**config.mk**
```make
export PLATFORM = sky130hd
export DESIGN_NAME = riscvTop
export DESIGN_NICKNAME = d
export VERILOG_FILES = /design/src/riscvPkg.sv /design/src/executeWriteback.sv /design/src/fetchDecode.sv /design/src/issueStage.sv /design/src/regFile.sv /design/src/riscvTop.sv
export VERILOG_INCLUDE_DIRS = /design/src
export SDC_FILE = /design/constraint.sdc
export NUM_CORES = 2
export LEC_CHECK = 0
export ABC_AREA = 1
export BUFFER_PORTS_ARGS = -buffer_cell sky130_fd_sc_hd__buf_2
export CORE_UTILIZATION = 30
export CTS_BUF_LIST = sky130_fd_sc_hd__clkbuf_4
export CTS_CLUSTER_SIZE = 28
export DETAILED_ROUTE_END_ITERATION = 12
export PLACE_DENSITY = 0.44
export SLEW_MARGIN = 10
export SYNTH_ARGS = -nofsm -noshare
export SYNTH_HDL_FRONTEND = slang
export SYNTH_HIERARCHICAL = 1
export SYNTH_SLANG_ARGS = --single-unit
```
**constraint.sdc**
```tcl
create_clock -name CLK -period 9.38 [get_ports CLK]
set_input_delay 1.876 -clock CLK [delete_from_list [all_inputs] [get_ports CLK]]
set_output_delay 1.876 -clock CLK [all_outputs]
set_load 0.02 [all_outputs]
```
**src/riscvCore_defines.svh**
```systemverilog
`ifndef RISCV_CORE_DEFINES_SVH
`define RISCV_CORE_DEFINES_SVH

// datapath and address widths
`define XLEN 32
`define PC_W 12
`define DADDR_W 10
`define RESET_PC 12'h000

// RV32I major opcodes
`define OP_RTYPE 7'b0110011
`define OP_ITYPE 7'b0010011
`define OP_LUI 7'b0110111
`define OP_LOAD 7'b0000011
`define OP_STORE 7'b0100011
`define OP_BRANCH 7'b1100011
`define OP_JAL 7'b1101111
`define OP_SYSTEM 7'b1110011

// funct3 / funct7 values
`define F3_ADD_SUB 3'b000
`define F3_SLT 3'b010
`define F3_XOR 3'b100
`define F3_OR 3'b110
`define F3_AND 3'b111
`define F3_LW 3'b010
`define F3_SW 3'b010
`define F3_BEQ 3'b000
`define F3_BNE 3'b001
`define F7_SUB 7'b0100000

`endif

```
**src/riscvPkg.sv**
```systemverilog
`default_nettype none

`include "riscvCore_defines.svh"

package riscvPkg;

	typedef logic [`XLEN-1:0] word_t;
	typedef logic [`PC_W-1:0] pc_t;
	typedef logic [4:0] regAddr_t;
	typedef logic [`DADDR_W-1:0] dAddr_t;

	typedef enum logic [2:0] {
		ALU_ADD,
		ALU_SUB,
		ALU_AND,
		ALU_OR,
		ALU_XOR,
		ALU_SLT,
		ALU_PASSB
	} aluOp_e;

	// one instruction as it leaves decode
	typedef struct packed {
		logic valid;
		pc_t pc;
		word_t rs1Val;
		word_t rs2Val;
		word_t imm;
		regAddr_t rd;
		aluOp_e aluOp;
		logic useImm;
		logic regWrite;
		logic memRead;
		logic memWrite;
		logic isBranch;
		logic branchNe;
		logic isJal;
		logic isHalt;
	} decoded_t;

endpackage

`default_nettype wire

```
**src/executeWriteback.sv**
```systemverilog
`timescale 1ns/1ps
`default_nettype none

`include "riscvCore_defines.svh"

module executeWriteback import riscvPkg::*; (
	input wire CLK,
	input wire RSTn,
	input wire decoded_t decodedOut,
	input wire word_t dMemRdData,
	output dAddr_t dMemAddr,
	output word_t dMemWrData,
	output logic dMemWrEn,
	output logic rfWriteEn,
	output regAddr_t rfWriteAddr,
	output word_t rfWriteData,
	output logic redirect,
	output pc_t redirectPc,
	output logic halt,
	output word_t instCount
);

	logic live;
	logic equal;
	word_t opB;
	word_t aluResult;
	pc_t pcPlus4;

	// the slot captured on the halting edge must not retire
	assign live = decodedOut.valid && !halt;

	assign opB = decodedOut.useImm ? decodedOut.imm : decodedOut.rs2Val;

	always_comb begin
		case (decodedOut.aluOp)
			ALU_ADD: aluResult = decodedOut.rs1Val + opB;
			ALU_SUB: aluResult = decodedOut.rs1Val - opB;
			ALU_AND: aluResult = decodedOut.rs1Val & opB;
			ALU_OR: aluResult = decodedOut.rs1Val | opB;
			ALU_XOR: aluResult = decodedOut.rs1Val ^ opB;
			ALU_SLT: aluResult = word_t'($signed(decodedOut.rs1Val) < $signed(opB));
			ALU_PASSB: aluResult = opB;
			default: aluResult = '0;
		endcase
	end

	// branch and jal
	assign equal = (decodedOut.rs1Val == decodedOut.rs2Val);
	assign redirect = live && (decodedOut.isJal ||
		(decodedOut.isBranch && (equal ^ decodedOut.branchNe)));
	assign redirectPc = decodedOut.pc + decodedOut.imm[`PC_W-1:0];
	assign pcPlus4 = decodedOut.pc + pc_t'(4);

	// byte address from alu, memory is word addressed
	assign dMemAddr = aluResult[`DADDR_W+1:2];
	assign dMemWrData = decodedOut.rs2Val;
	assign dMemWrEn = live && decodedOut.memWrite;

	// x0 writes never leave the stage
	assign rfWriteEn = live && decodedOut.regWrite && (decodedOut.rd != '0);
	assign rfWriteAddr = decodedOut.rd;

	always_comb begin
		if (decodedOut.isJal) begin
			rfWriteData = {{(`XLEN-`PC_W){1'b0}}, pcPlus4};
		end else if (decodedOut.memRead) begin
			rfWriteData = dMemRdData;
		end else begin
			rfWriteData = aluResult;
		end
	end

	// sticky halt
	always_ff @(posedge CLK) begin
		if (RSTn) begin
			halt <= 1'b0;
		end else if (live && decodedOut.isHalt) begin
			halt <= 1'b1;
		end
	end

	always_ff @(posedge CLK) begin
		if (RSTn) begin
			instCount <= '0;
		end else if (live && !decodedOut.isHalt) begin
			instCount <= instCount + word_t'(1);
		end
	end

endmodule

`default_nettype wire

```
**src/fetchDecode.sv**
```systemverilog
`timescale 1ns/1ps
`default_nettype none

`include "riscvCore_defines.svh"

module fetchDecode import riscvPkg::*; (
	input wire CLK,
	input wire RSTn,
	input wire word_t iMemData,
	input wire word_t rs1Data,
	input wire word_t rs2Data,
	input wire redirect,
	input wire pc_t redirectPc,
	input wire halt,
	output pc_t iMemAddr,
	output regAddr_t rs1Addr,
	output regAddr_t rs2Addr,
	output decoded_t decodedIn
);

	logic [6:0] opcode;
	logic [2:0] funct3;
	logic [6:0] funct7;
	word_t immI;
	word_t immS;
	word_t immB;
	word_t immU;
	word_t immJ;

	// pc freezes once halted
	always_ff @(posedge CLK) begin
		if (RSTn) begin
			iMemAddr <= `RESET_PC;
		end else if (!halt) begin
			iMemAddr <= redirect ? redirectPc : iMemAddr + pc_t'(4);
		end
	end

	assign opcode = iMemData[6:0];
	assign funct3 = iMemData[14:12];
	assign funct7 = iMemData[31:25];
	assign rs1Addr = iMemData[19:15];
	assign rs2Addr = iMemData[24:20];

	assign immI = {{20{iMemData[31]}}, iMemData[31:20]};
	assign immS = {{20{iMemData[31]}}, iMemData[31:25], iMemData[11:7]};
	assign immB = {{19{iMemData[31]}}, iMemData[31], iMemData[7], iMemData[30:25],
		iMemData[11:8], 1'b0};
	assign immU = {iMemData[31:12], 12'b0};
	assign immJ = {{11{iMemData[31]}}, iMemData[31], iMemData[19:12], iMemData[20],
		iMemData[30:21], 1'b0};

	// anything not recognised falls out as a nop
	always_comb begin
		decodedIn = '0;
		decodedIn.valid = 1'b1;
		decodedIn.pc = iMemAddr;
		decodedIn.rs1Val = rs1Data;
		decodedIn.rs2Val = rs2Data;
		decodedIn.rd = iMemData[11:7];
		decodedIn.aluOp = ALU_ADD;
		case (opcode)
			`OP_RTYPE: begin
				decodedIn.regWrite = 1'b1;
				case (funct3)
					`F3_ADD_SUB: decodedIn.aluOp = (funct7 == `F7_SUB) ? ALU_SUB : ALU_ADD;
					`F3_SLT: decodedIn.aluOp = ALU_SLT;
					`F3_XOR: decodedIn.aluOp = ALU_XOR;
					`F3_OR: decodedIn.aluOp = ALU_OR;
					`F3_AND: decodedIn.aluOp = ALU_AND;
					default: decodedIn.regWrite = 1'b0;
				endcase
			end
			`OP_ITYPE: begin
				decodedIn.regWrite = (funct3 == `F3_ADD_SUB);
				decodedIn.useImm = 1'b1;
				decodedIn.imm = immI;
			end
			`OP_LUI: begin
				decodedIn.regWrite = 1'b1;
				decodedIn.useImm = 1'b1;
				decodedIn.aluOp = ALU_PASSB;
				decodedIn.imm = immU;
			end
			`OP_LOAD: begin
				decodedIn.regWrite = (funct3 == `F3_LW);
				decodedIn.memRead = (funct3 == `F3_LW);
				decodedIn.useImm = 1'b1;
				decodedIn.imm = immI;
			end
			`OP_STORE: begin
				decodedIn.memWrite = (funct3 == `F3_SW);
				decodedIn.useImm = 1'b1;
				decodedIn.imm = immS;
			end
			`OP_BRANCH: begin
				decodedIn.isBranch = (funct3 == `F3_BEQ) || (funct3 == `F3_BNE);
				decodedIn.branchNe = (funct3 == `F3_BNE);
				decodedIn.imm = immB;
			end
			`OP_JAL: begin
				decodedIn.isJal = 1'b1;
				decodedIn.regWrite = 1'b1;
				decodedIn.imm = immJ;
			end
			// ecall only, ebreak and csr forms ignored
			`OP_SYSTEM: decodedIn.isHalt = (iMemData[31:7] == '0);
			default: ;
		endcase
	end

endmodule

`default_nettype wire

```
**src/issueStage.sv**
```systemverilog
`timescale 1ns/1ps
`default_nettype none

module issueStage import riscvPkg::*; (
	input wire CLK,
	input wire RSTn,
	input wire decoded_t decodedIn,
	input wire flush,
	input wire halt,
	output decoded_t decodedOut
);

	decoded_t slot;
	logic slotValid;

	// payload just follows decode
	always_ff @(posedge CLK) begin
		slot <= decodedIn;
	end

	// wrong-path and post-halt slots become bubbles
	always_ff @(posedge CLK) begin
		if (RSTn) begin
			slotValid <= 1'b0;
		end else if (flush || halt) begin
			slotValid <= 1'b0;
		end else begin
			slotValid <= decodedIn.valid;
		end
	end

	always_comb begin
		decodedOut = slot;
		decodedOut.valid = slotValid;
	end

endmodule

`default_nettype wire

```
**src/regFile.sv**
```systemverilog
`timescale 1ns/1ps
`default_nettype none

module regFile import riscvPkg::*; (
	input wire CLK,
	input wire RSTn,
	input wire regAddr_t rs1Addr,
	input wire regAddr_t rs2Addr,
	input wire writeEn,
	input wire regAddr_t writeAddr,
	input wire word_t writeData,
	output word_t rs1Data,
	output word_t rs2Data
);

	word_t regs [32];

	always_ff @(posedge CLK) begin
		if (RSTn) begin
			for (int i = 0; i < 32; i++) begin
				regs[i] <= '0;
			end
		end else if (writeEn && (writeAddr != '0)) begin
			regs[writeAddr] <= writeData;
		end
	end

	// write-through covers the producer one slot ahead
	assign rs1Data = (rs1Addr == '0) ? '0 :
		(writeEn && (writeAddr == rs1Addr)) ? writeData : regs[rs1Addr];
	assign rs2Data = (rs2Addr == '0) ? '0 :
		(writeEn && (writeAddr == rs2Addr)) ? writeData : regs[rs2Addr];

endmodule

`default_nettype wire

```
**src/riscvTop.sv**
```systemverilog
`timescale 1ns/1ps
`default_nettype none

module riscvTop import riscvPkg::*; (
	input wire CLK,
	input wire RSTn,

	// instruction memory
	output pc_t iMemAddr,
	input wire word_t iMemData,

	// data memory, word addressed
	output dAddr_t dMemAddr,
	output word_t dMemWrData,
	output logic dMemWrEn,
	input wire word_t dMemRdData,

	// register write observation
	output logic rfWriteEn,
	output regAddr_t rfWriteAddr,
	output word_t rfWriteData,
	output logic halt,
	output word_t instCount
);

	regAddr_t rs1Addr;
	regAddr_t rs2Addr;
	word_t rs1Data;
	word_t rs2Data;
	decoded_t decodedIn;
	decoded_t decodedOut;
	logic redirect;
	pc_t redirectPc;

	fetchDecode i_fetchDecode (
		.CLK(CLK),
		.RSTn(RSTn),
		.iMemData(iMemData),
		.rs1Data(rs1Data),
		.rs2Data(rs2Data),
		.redirect(redirect),
		.redirectPc(redirectPc),
		.halt(halt),
		.iMemAddr(iMemAddr),
		.rs1Addr(rs1Addr),
		.rs2Addr(rs2Addr),
		.decodedIn(decodedIn)
	);

	regFile i_regFile (
		.CLK(CLK),
		.RSTn(RSTn),
		.rs1Addr(rs1Addr),
		.rs2Addr(rs2Addr),
		.writeEn(rfWriteEn),
		.writeAddr(rfWriteAddr),
		.writeData(rfWriteData),
		.rs1Data(rs1Data),
		.rs2Data(rs2Data)
	);

	// redirect doubles as the flush
	issueStage i_issueStage (
		.CLK(CLK),
		.RSTn(RSTn),
		.decodedIn(decodedIn),
		.flush(redirect),
		.halt(halt),
		.decodedOut(decodedOut)
	);

	executeWriteback i_executeWriteback (
		.CLK(CLK),
		.RSTn(RSTn),
		.decodedOut(decodedOut),
		.dMemRdData(dMemRdData),
		.dMemAddr(dMemAddr),
		.dMemWrData(dMemWrData),
		.dMemWrEn(dMemWrEn),
		.rfWriteEn(rfWriteEn),
		.rfWriteAddr(rfWriteAddr),
		.rfWriteData(rfWriteData),
		.redirect(redirect),
		.redirectPc(redirectPc),
		.halt(halt),
		.instCount(instCount)
	);

endmodule

`default_nettype wire

```
# Yosys cells after proc, flatten, opt, wreduce, memory -nomap -nowiden
# Memories as Yosys holds them, arrays and structs flattened.
# Index checks and enable logic that the tools add are counted.
[word_totals] output_inout_bits=126 mem_bits_rw=1024 inputBits=66 register_bits=170 word_cells=104 memories=1
[memory_table] name="i_regFile.regs" words=32 word_bits=32 read_ports=2 rd_clocked_by_memory_dff=0 write_ports=32 line_no="regFile.sv:16" rtl="word_t regs [32];"
[op_classes] reduce_logical=27 add_sub_neg=6 n_bitwise=4 order_cmp=1 n_mux=24 eq_ne=23
[ops] operator="$pmux 32 s7" count=1
[ops] operator="$mux 32" count=6
[ops] operator="$pmux 32 s5" count=1
[ops] operator="$add 32x1->32 const B" count=1
[ops] operator="$add 32x32->32" count=1
[ops] operator="$and 32x32->32" count=1
[ops] operator="$eq 32x32->1" count=1
[ops] operator="$lt 32x32->1" count=1
[ops] operator="$or 32x32->32" count=1
[ops] operator="$reduce_or 32->1" count=1
[ops] operator="$sub 32x32->32" count=1
[ops] operator="$xor 32x32->32" count=1
[ops] operator="$eq 7x6->1 const B" count=4
[ops] operator="$logic_not 25->1" count=1
[ops] operator="$add 12x3->12 const B" count=2
[ops] operator="$eq 7x7->1 const B" count=3
[ops] operator="$eq 3x3->1 const B" count=6
[ops] operator="$pmux 3 s5" count=1
[ops] operator="$add 12x12->12" count=1
[ops] operator="$mux 12" count=1
[ops] operator="$logic_and 1x1->1" count=11
[ops] operator="$mux 1" count=11
[ops] operator="$eq 5x5->1" count=2
[ops] operator="$logic_not 5->1" count=2
[ops] operator="other kinds (15)" count=23

# Logic depth before layout (Yosys ltp)
[depth] word_depth=10 mapped_depth=27 mapped_depth_nobuf=23

# Cells and area by module
# The synthesis kept the hierarchy.
[modules_own_cells] mod="regFile" cells_each=7430 area_per_inst_um2=58020.6 seq_area_each_um2=30749.5 n_inst=1
[modules_own_cells] mod="executeWriteback" cells_each=1916 area_per_inst_um2=10402.5 seq_area_each_um2=660.6 n_inst=1
[modules_own_cells] mod="issueStage" cells_each=132 area_per_inst_um2=2532.4 seq_area_each_um2=2502.4 n_inst=1
[modules_own_cells] mod="fetchDecode" cells_each=349 area_per_inst_um2=2074.5 seq_area_each_um2=240.2 n_inst=1

# Worst setup path after synthesis
# No wires, ideal clock.
[synth_timing] path_type="reg2out" startpoint="register i_issueStage.slot (netlist bit i_issueStage/decodedOut[7])" endpoint="output port rfWriteData[6]" path_slack_ps=4480 n_path_buf=2 stages_incl_launch_ff=15 required_ps=7504 t_arrival_ps=3024 path_cell_list="dfxtp_1 buf_4 clkbuf_1 o21ai_0 inv_1 fa_1 nand3_1 nand3_1 nand2_1 nand2_1 o21ai_0 nand2_1 o211ai_1 nor2_1 o21ai_0"
[synth_between] elab_chain_cells=5 elab_cells_between_ends=9 cone_classes="add/sub (2); mux (4); bitwise (3)"
[synth_lines] element="from (decl)" line_no="issueStage.sv:13" rtl="decoded_t slot;"
[synth_lines] element="from (signal assigned)" line_no="issueStage.sv:18" rtl="slot <= decodedIn;"
[synth_lines] element="$mux 32 (*)" line_no="executeWriteback.sv:32" rtl="assign opB = decodedOut.useImm ? decodedOut.imm : decodedOut.rs2Val;"
[synth_lines] element="$sub 32x32->32 (tied with other cells)" line_no="executeWriteback.sv:37" rtl="ALU_SUB: aluResult = decodedOut.rs1Val - opB;"
[synth_lines] element="$pmux 32 s7 (*)" line_no="executeWriteback.sv:35" rtl="case (decodedOut.aluOp)"
[synth_lines] element="via dMemAddr[4]" line_no="riscvTop.sv:13" rtl="output dAddr_t dMemAddr,"
[synth_lines] element="$mux 32 (*)" line_no="executeWriteback.sv:66" rtl="end else if (decodedOut.memRead) begin"
[synth_lines] element="$mux 32 (*)" line_no="executeWriteback.sv:64" rtl="if (decodedOut.isJal) begin"
[synth_lines] element="to (decl)" line_no="riscvTop.sv:21" rtl="output word_t rfWriteData,"
# Mark *: on every way through the listed nets, which the timed path passes. The rest lies on a longest branch.

# Worst setup path after layout
[layout_timing] startpoint="register i_issueStage.slot (netlist bit i_issueStage/decodedOut[7])" endpoint="output port rfWriteData[25]"
[layout_between] elab_chain_cells=5 elab_cells_between_ends=9 cone_classes="add/sub (2); mux (4); bitwise (3)"
[layout_lines] element="$mux 32 (*)" line_no="executeWriteback.sv:32"
[layout_lines] element="$sub 32x32->32 (tied with other cells)" line_no="executeWriteback.sv:37"
[layout_lines] element="$pmux 32 s7 (*)" line_no="executeWriteback.sv:35"
[layout_lines] element="$mux 32 (*)" line_no="executeWriteback.sv:66"
[layout_lines] element="$mux 32 (*)" line_no="executeWriteback.sv:64"
# Mark *: on every way between the ends. The rest lies on a longest branch, timed or not.

==> results by stage <==
Placed design:
- The post-placement setup slack is between 2 and 2.5 ns.
- The number of buffer cells added on primary ports is between 150 and 200.
- Routability-driven placement finished with a final weighted congestion of 0.9535.
- The wire-length estimate of the detail-placed layout is ~220,000 µm.

Timing:
- On the final layout, the worst clock skew is 0.1878 ns.
- The hold violation total from the final report is 0.
- Of the available clock period, the critical path in the final layout requires 0.9042.
- The worst slew margin relative to its limit is 0.06705.
- The minimum period implied by the final worst setup slack is between 8 and 9 ns.
- Static timing analysis puts the maximum clock frequency at 117.9 MHz.
- Setup total negative slack on the finished layout was measured at 0 ns.
- The worst setup margin is about 0.90 ns.
- The number of pins with negative max-slew slack in the final report came to 0.
- At the pin with the least slew margin, the transition time is 1.392 ns.
- Setup repair after global routing left no endpoint under its margin.
- The count of endpoints failing setup in the final report is 0.

Synthesis:
- The synthesized design contains 1,194 register bits.
- Synthesis produced a netlist whose cell count is roughly 10,000.
- The netlist area before placement is 0.07303 mm².
- Synthesis instantiated 56 different standard cells from the library.
- The average instance area after synthesis is 7.432 µm².
- The most used flip-flop cell after synthesis is sky130_fd_sc_hd__edfxtp_1.
- The Yosys step of the flow raised 6 warnings.
- The count of flip-flops with a built-in enable after synthesis is about 1,000.
- Of the synthesized area, sequential elements account for 0.4677.
- The async set or reset register ratio after synthesis is 0.

Power and ir drop:
- The portion of total power attributed to sequential cells is 0.395.
- The internal cell power is 0.009404 W.
- The largest vdd supply drop is 0.0001418 V.
- The share of total power dissipated in combinational logic is 0.272.
- The switching portion of total power is 0.3909.
- The ratio of total power to cell area is 192.2 mW/mm².
- The net switching power is between 0.006 and 0.007 W.
- In this run the static leakage power is around 36 nW.
- The share of total power dissipated in the clock network is 0.333.

Routing:
- The overall via count from detail_route is 70,554.
- The DRC marker count from the first detailed-route iteration is 8,448.
- The residual antenna-violating net count after detailed routing is 0.
- The pre-antenna-repair detailed-routing pass consisted of 9 iterations.
- After detailed routing, the average wire length per cell comes to 27.12 µm.
- The wire length reported by the detailed router is 358,200 µm.
- The remaining design rule violation count is 0.
- In the routed layout, each cell is associated on average with a via count of 5.343.

Floorplanning:
- The I/O pin count is ~190.
- The vertical die dimension is 495.4 µm.
- The initial cell density of the core is 0.3028.
- The floorplan step set the die width to 495.4 µm.
- The standard-cell row count is 180.
- The area of the core is about 0.24 mm².
- The floorplan step defined a die boundary enclosing 0.2454 mm².

CTS:
- Clock latency on the worst-skew pair, taken at its later pin, is 1.47 ns.
- The clock-pin slew reported for the worst setup and hold paths after clock tree synthesis is ~0.070 ns.
- The count of H-tree levels built during CTS is 5.
- The post-CTS setup-driven buffer insertion count is 0.
- After clock tree synthesis, the repair step resized 0 gates.
- The cts-stage hold buffer count is 0.
- The number of clock buffers added by TritonCTS is approximately 370.
- TritonCTS built the clock tree.
- The clock passes through at most 4 buffers.
- The number of clock sinks is 1,194.
- The cell sitting at the root of the clock tree is a sky130_fd_sc_hd__clkbuf_4.

Final layout:
- Relative to the synthesized area, the layout overhead comes to 10.02%.
- Of the cells placed in the final design, the portion with a size suffix greater than 1 is 0.1112.
- After filler insertion, the fill cell instance count of the layout stands at 25,786.
- The area occupied by registers is roughly 0.034 mm².
- The net count reported at finish is 9,953.
- The combined area of the multi-input logic cells is between 0.03 and 0.04 mm².

Global route:
- The maximum number of pins on one net before global-route repair is 185.
- The first global-routing pass estimated 496,000 µm of wire.
- After global routing the overflow that remains totals 0.
- For this run, the total global-route usage over all layers was measured as 0.2847.
- The via count of the first global-routing pass was around 66,000.
- The initial antenna violation count is 25.

Worst hold path:
- The worst hold path passes through 0 cells.
- In this run the worst hold path is classified as register to register.
- In this run the most critical hold path is launched from i_fetchDecode/iMemAddr[8].
- The end of the worst hold path is i_issueStage/decodedOut[120].

Critical path:
- The startpoint identified for the worst register-to-register timing path is i_issueStage/decodedOut[7].
- The critical register-to-register path endpoint is i_regFile/regs[31][17].
- The critical path arrival is approximately 6.6 ns.
- The number of cell instances on the worst register-to-register path is 20.
- The first element of the critical path is i_issueStage/decodedOut[7].
- For the worst setup path, the data required time is 7.50 ns.
- By startpoint and endpoint, the worst setup path is classified as register to output port.
- The startpoint type of the worst setup path is a register.
- The setup slack of the worst register-to-register path is between 3 and 4 ns.
- The maximum fanout count along the critical path is 34.
- The worst setup path is captured at an output port.

Run status:
- The flow ran to the end, and the final reports show no timing, DRC or antenna violations.

Job:
- The number of max-capacitance violations reported is 0.
synth_stat cells (3+ instances only):
cell	n	share of area
sky130_fd_sc_hd__a21oi_1	402	0.028
sky130_fd_sc_hd__a221oi_1	22	0.0026
sky130_fd_sc_hd__a31oi_1	4	0.00034
sky130_fd_sc_hd__and3_1	4	0.00034
sky130_fd_sc_hd__buf_1	48	0.0025
sky130_fd_sc_hd__buf_2	161	0.011
sky130_fd_sc_hd__buf_4	133	0.014
sky130_fd_sc_hd__clkbuf_1	486	0.025
sky130_fd_sc_hd__clkinv_1	4	0.00021
sky130_fd_sc_hd__dfxtp_1	170	0.047
sky130_fd_sc_hd__edfxtp_1	1024	0.42
sky130_fd_sc_hd__fa_1	3	0.00082
sky130_fd_sc_hd__ha_1	125	0.021
sky130_fd_sc_hd__inv_1	1006	0.052
sky130_fd_sc_hd__inv_2	13	0.00067
sky130_fd_sc_hd__nand2_1	2437	0.13
sky130_fd_sc_hd__nand2_2	11	0.00094
sky130_fd_sc_hd__nand3_1	1235	0.085
sky130_fd_sc_hd__nand3_2	3	0.00041
sky130_fd_sc_hd__nand4_1	20	0.0017
sky130_fd_sc_hd__nor2_1	1534	0.079
sky130_fd_sc_hd__nor2_2	8	0.00069
sky130_fd_sc_hd__nor2_4	8	0.0012
sky130_fd_sc_hd__nor3_1	36	0.0025
sky130_fd_sc_hd__nor3b_1	3	0.00031
sky130_fd_sc_hd__nor4_1	7	0.00060
sky130_fd_sc_hd__o211ai_1	198	0.020
sky130_fd_sc_hd__o21a_1	17	0.0017
sky130_fd_sc_hd__o21ai_0	478	0.033
sky130_fd_sc_hd__o21ai_1	4	0.00027
sky130_fd_sc_hd__o21bai_1	12	0.0012
sky130_fd_sc_hd__o22ai_1	42	0.0036
sky130_fd_sc_hd__or2_2	86	0.0074
sky130_fd_sc_hd__xnor2_1	10	0.0012
sky130_fd_sc_hd__xor2_1	45	0.0054
worst max-delay path, cell delays in order, from the launching register on:
cell                      delay (ns)
sky130_fd_sc_hd__dfxtp_1        0.31
sky130_fd_sc_hd__buf_4          0.47
sky130_fd_sc_hd__inv_2          0.47
sky130_fd_sc_hd__or2_2          0.41
sky130_fd_sc_hd__o21ai_0        0.23
sky130_fd_sc_hd__ha_1           0.42
sky130_fd_sc_hd__inv_1          0.19
sky130_fd_sc_hd__nand2_1        0.14
sky130_fd_sc_hd__nor3_1         0.57
sky130_fd_sc_hd__nand2_1        0.35
sky130_fd_sc_hd__nor2_1         0.22
sky130_fd_sc_hd__nand2_1        0.11
sky130_fd_sc_hd__nand4_1        0.10
sky130_fd_sc_hd__nand3_1        0.07
sky130_fd_sc_hd__nand3_1        0.12
sky130_fd_sc_hd__nand2_1        0.06
sky130_fd_sc_hd__a21oi_1        0.55
sky130_fd_sc_hd__buf_2          0.28
layout by cell type, fill, tap and decap left out, types with 4 or more instances in the layout:
master                     Yosys  final
sky130_fd_sc_hd__buf_12        0      9
sky130_fd_sc_hd__inv_1      1006   1001
sky130_fd_sc_hd__o21bai_1     12     12
sky130_fd_sc_hd__diode_2       0      7
sky130_fd_sc_hd__and3_1        4      4
sky130_fd_sc_hd__o22ai_1      42     42
sky130_fd_sc_hd__buf_2       161    182
sky130_fd_sc_hd__a21oi_1     402    402
sky130_fd_sc_hd__ha_1        125    125
sky130_fd_sc_hd__dfxtp_1     170    170
sky130_fd_sc_hd__buf_4       133    167
sky130_fd_sc_hd__a221oi_1     22     22
sky130_fd_sc_hd__inv_2        13     19
sky130_fd_sc_hd__o211ai_1    198    198
sky130_fd_sc_hd__o21ai_1       4      4
sky130_fd_sc_hd__clkinv_1      4     73
sky130_fd_sc_hd__nor2_1     1534   1530
sky130_fd_sc_hd__xnor2_1      10     10
sky130_fd_sc_hd__nor2_4        8     11
sky130_fd_sc_hd__nor3_1       36     36
sky130_fd_sc_hd__nand4_1      20     20
sky130_fd_sc_hd__clkbuf_4      0    524
sky130_fd_sc_hd__nand2_2      11     57
sky130_fd_sc_hd__nand3_2       3      6
sky130_fd_sc_hd__or2_2        86     86
sky130_fd_sc_hd__o21a_1       17     17
sky130_fd_sc_hd__xor2_1       45     45
sky130_fd_sc_hd__clkinv_2      0     18
sky130_fd_sc_hd__o21ai_0     478    478
sky130_fd_sc_hd__conb_1        2     33
sky130_fd_sc_hd__nor4_1        7      7
sky130_fd_sc_hd__nand3_1    1235   1232
sky130_fd_sc_hd__nor2_2        8      9
sky130_fd_sc_hd__nand2_1    2437   2390
sky130_fd_sc_hd__a31oi_1       4      4
sky130_fd_sc_hd__edfxtp_1   1024   1024
registers in the layout, summed over array words and instances (netlist names):
| register | flops |
|---|---|
| i_issueStage/decodedOut | 124 |
| i_fetchDecode/iMemAddr | 12 |
| i_executeWriteback/instCount | 32 |
| i_executeWriteback/halt | 1 |
| i_issueStage/slotValid | 1 |
| i_regFile/regs | 1024 |
routing by layer:
layer  wire (µm)  global-route usage  up-vias  part of all wire
met2      155900              0.4368     3827              0.44
met5          71                   0        -           0.00020
met3       35370             0.06043      697             0.099
met1      149500              0.3799    34159              0.42
li1            -                   -    31861                 -
met4       17370              0.1350       10             0.049
power by group through the flow:
stage | Combinational, W | Sequential (W) | Clock [W]
5_1_grt | 0.00442 | 0.00612 | 0.00555
2_1_floorplan | 0.00229 | 0.00615 | 0
6_report | 0.00420 | 0.00610 | 0.00515
3_5_place_dp | 0.00410 | 0.00621 | 0
4_1_cts | 0.00412 | 0.00609 | 0.00529
3_3_place_gp | 0.00411 | 0.00620 | 0
worst max-delay path by stage:
stage	cells after the start	endpoint	slack (ns)
global route	17	rfWriteData[25]	0.75
detailed placement	17	rfWriteData[25]	2.35
finish	17	rfWriteData[25]	0.90
CTS	17	rfWriteData[25]	0.70
floorplan	14	rfWriteData[6]	4.48
global placement	17	rfWriteData[25]	2.42
metrics by stage:
stage	total power [W]	instances	util	instance area, µm²	hold slack (ns)
detailed placement	0.01031	12575	0.3147	75910	0.3849
finish	0.01544	13205	0.3331	80350	0.3633
floorplan	0.008441	9858	-	73150	0.3517
global route	0.01609	13200	0.3331	80330	0.4003
CTS	0.01550	13198	0.3330	80330	0.3930
global placement	0.01031	12575	0.3147	75910	0.3864
cell type report:
| class | count | share of cell area |
|---|---|---|
| antenna | 7 | 0.0002180 |
| clock buffer | 524 | 0.04896 |
| inverter | 1023 | 0.04823 |
| timing repair buffer | 363 | 0.03002 |
| tap | 3185 | 0.04960 |
| multi-input combinational | 6810 | 0.3919 |
| clock inverter | 99 | 0.006027 |
| sequential | 1194 | 0.4251 |
cells by family after synthesis:
| group | synth area share |
|---|---|
| buf+inv | 0.1050 |
| fa+ha+maj | 0.02224 |
| flops | 0.4677 |
| other cells | 0.0001028 |
| xor+xnor | 0.006596 |
| compound gates | 0.09149 |
| simple gates | 0.3069 |
(Power assumes the default switching activity.)
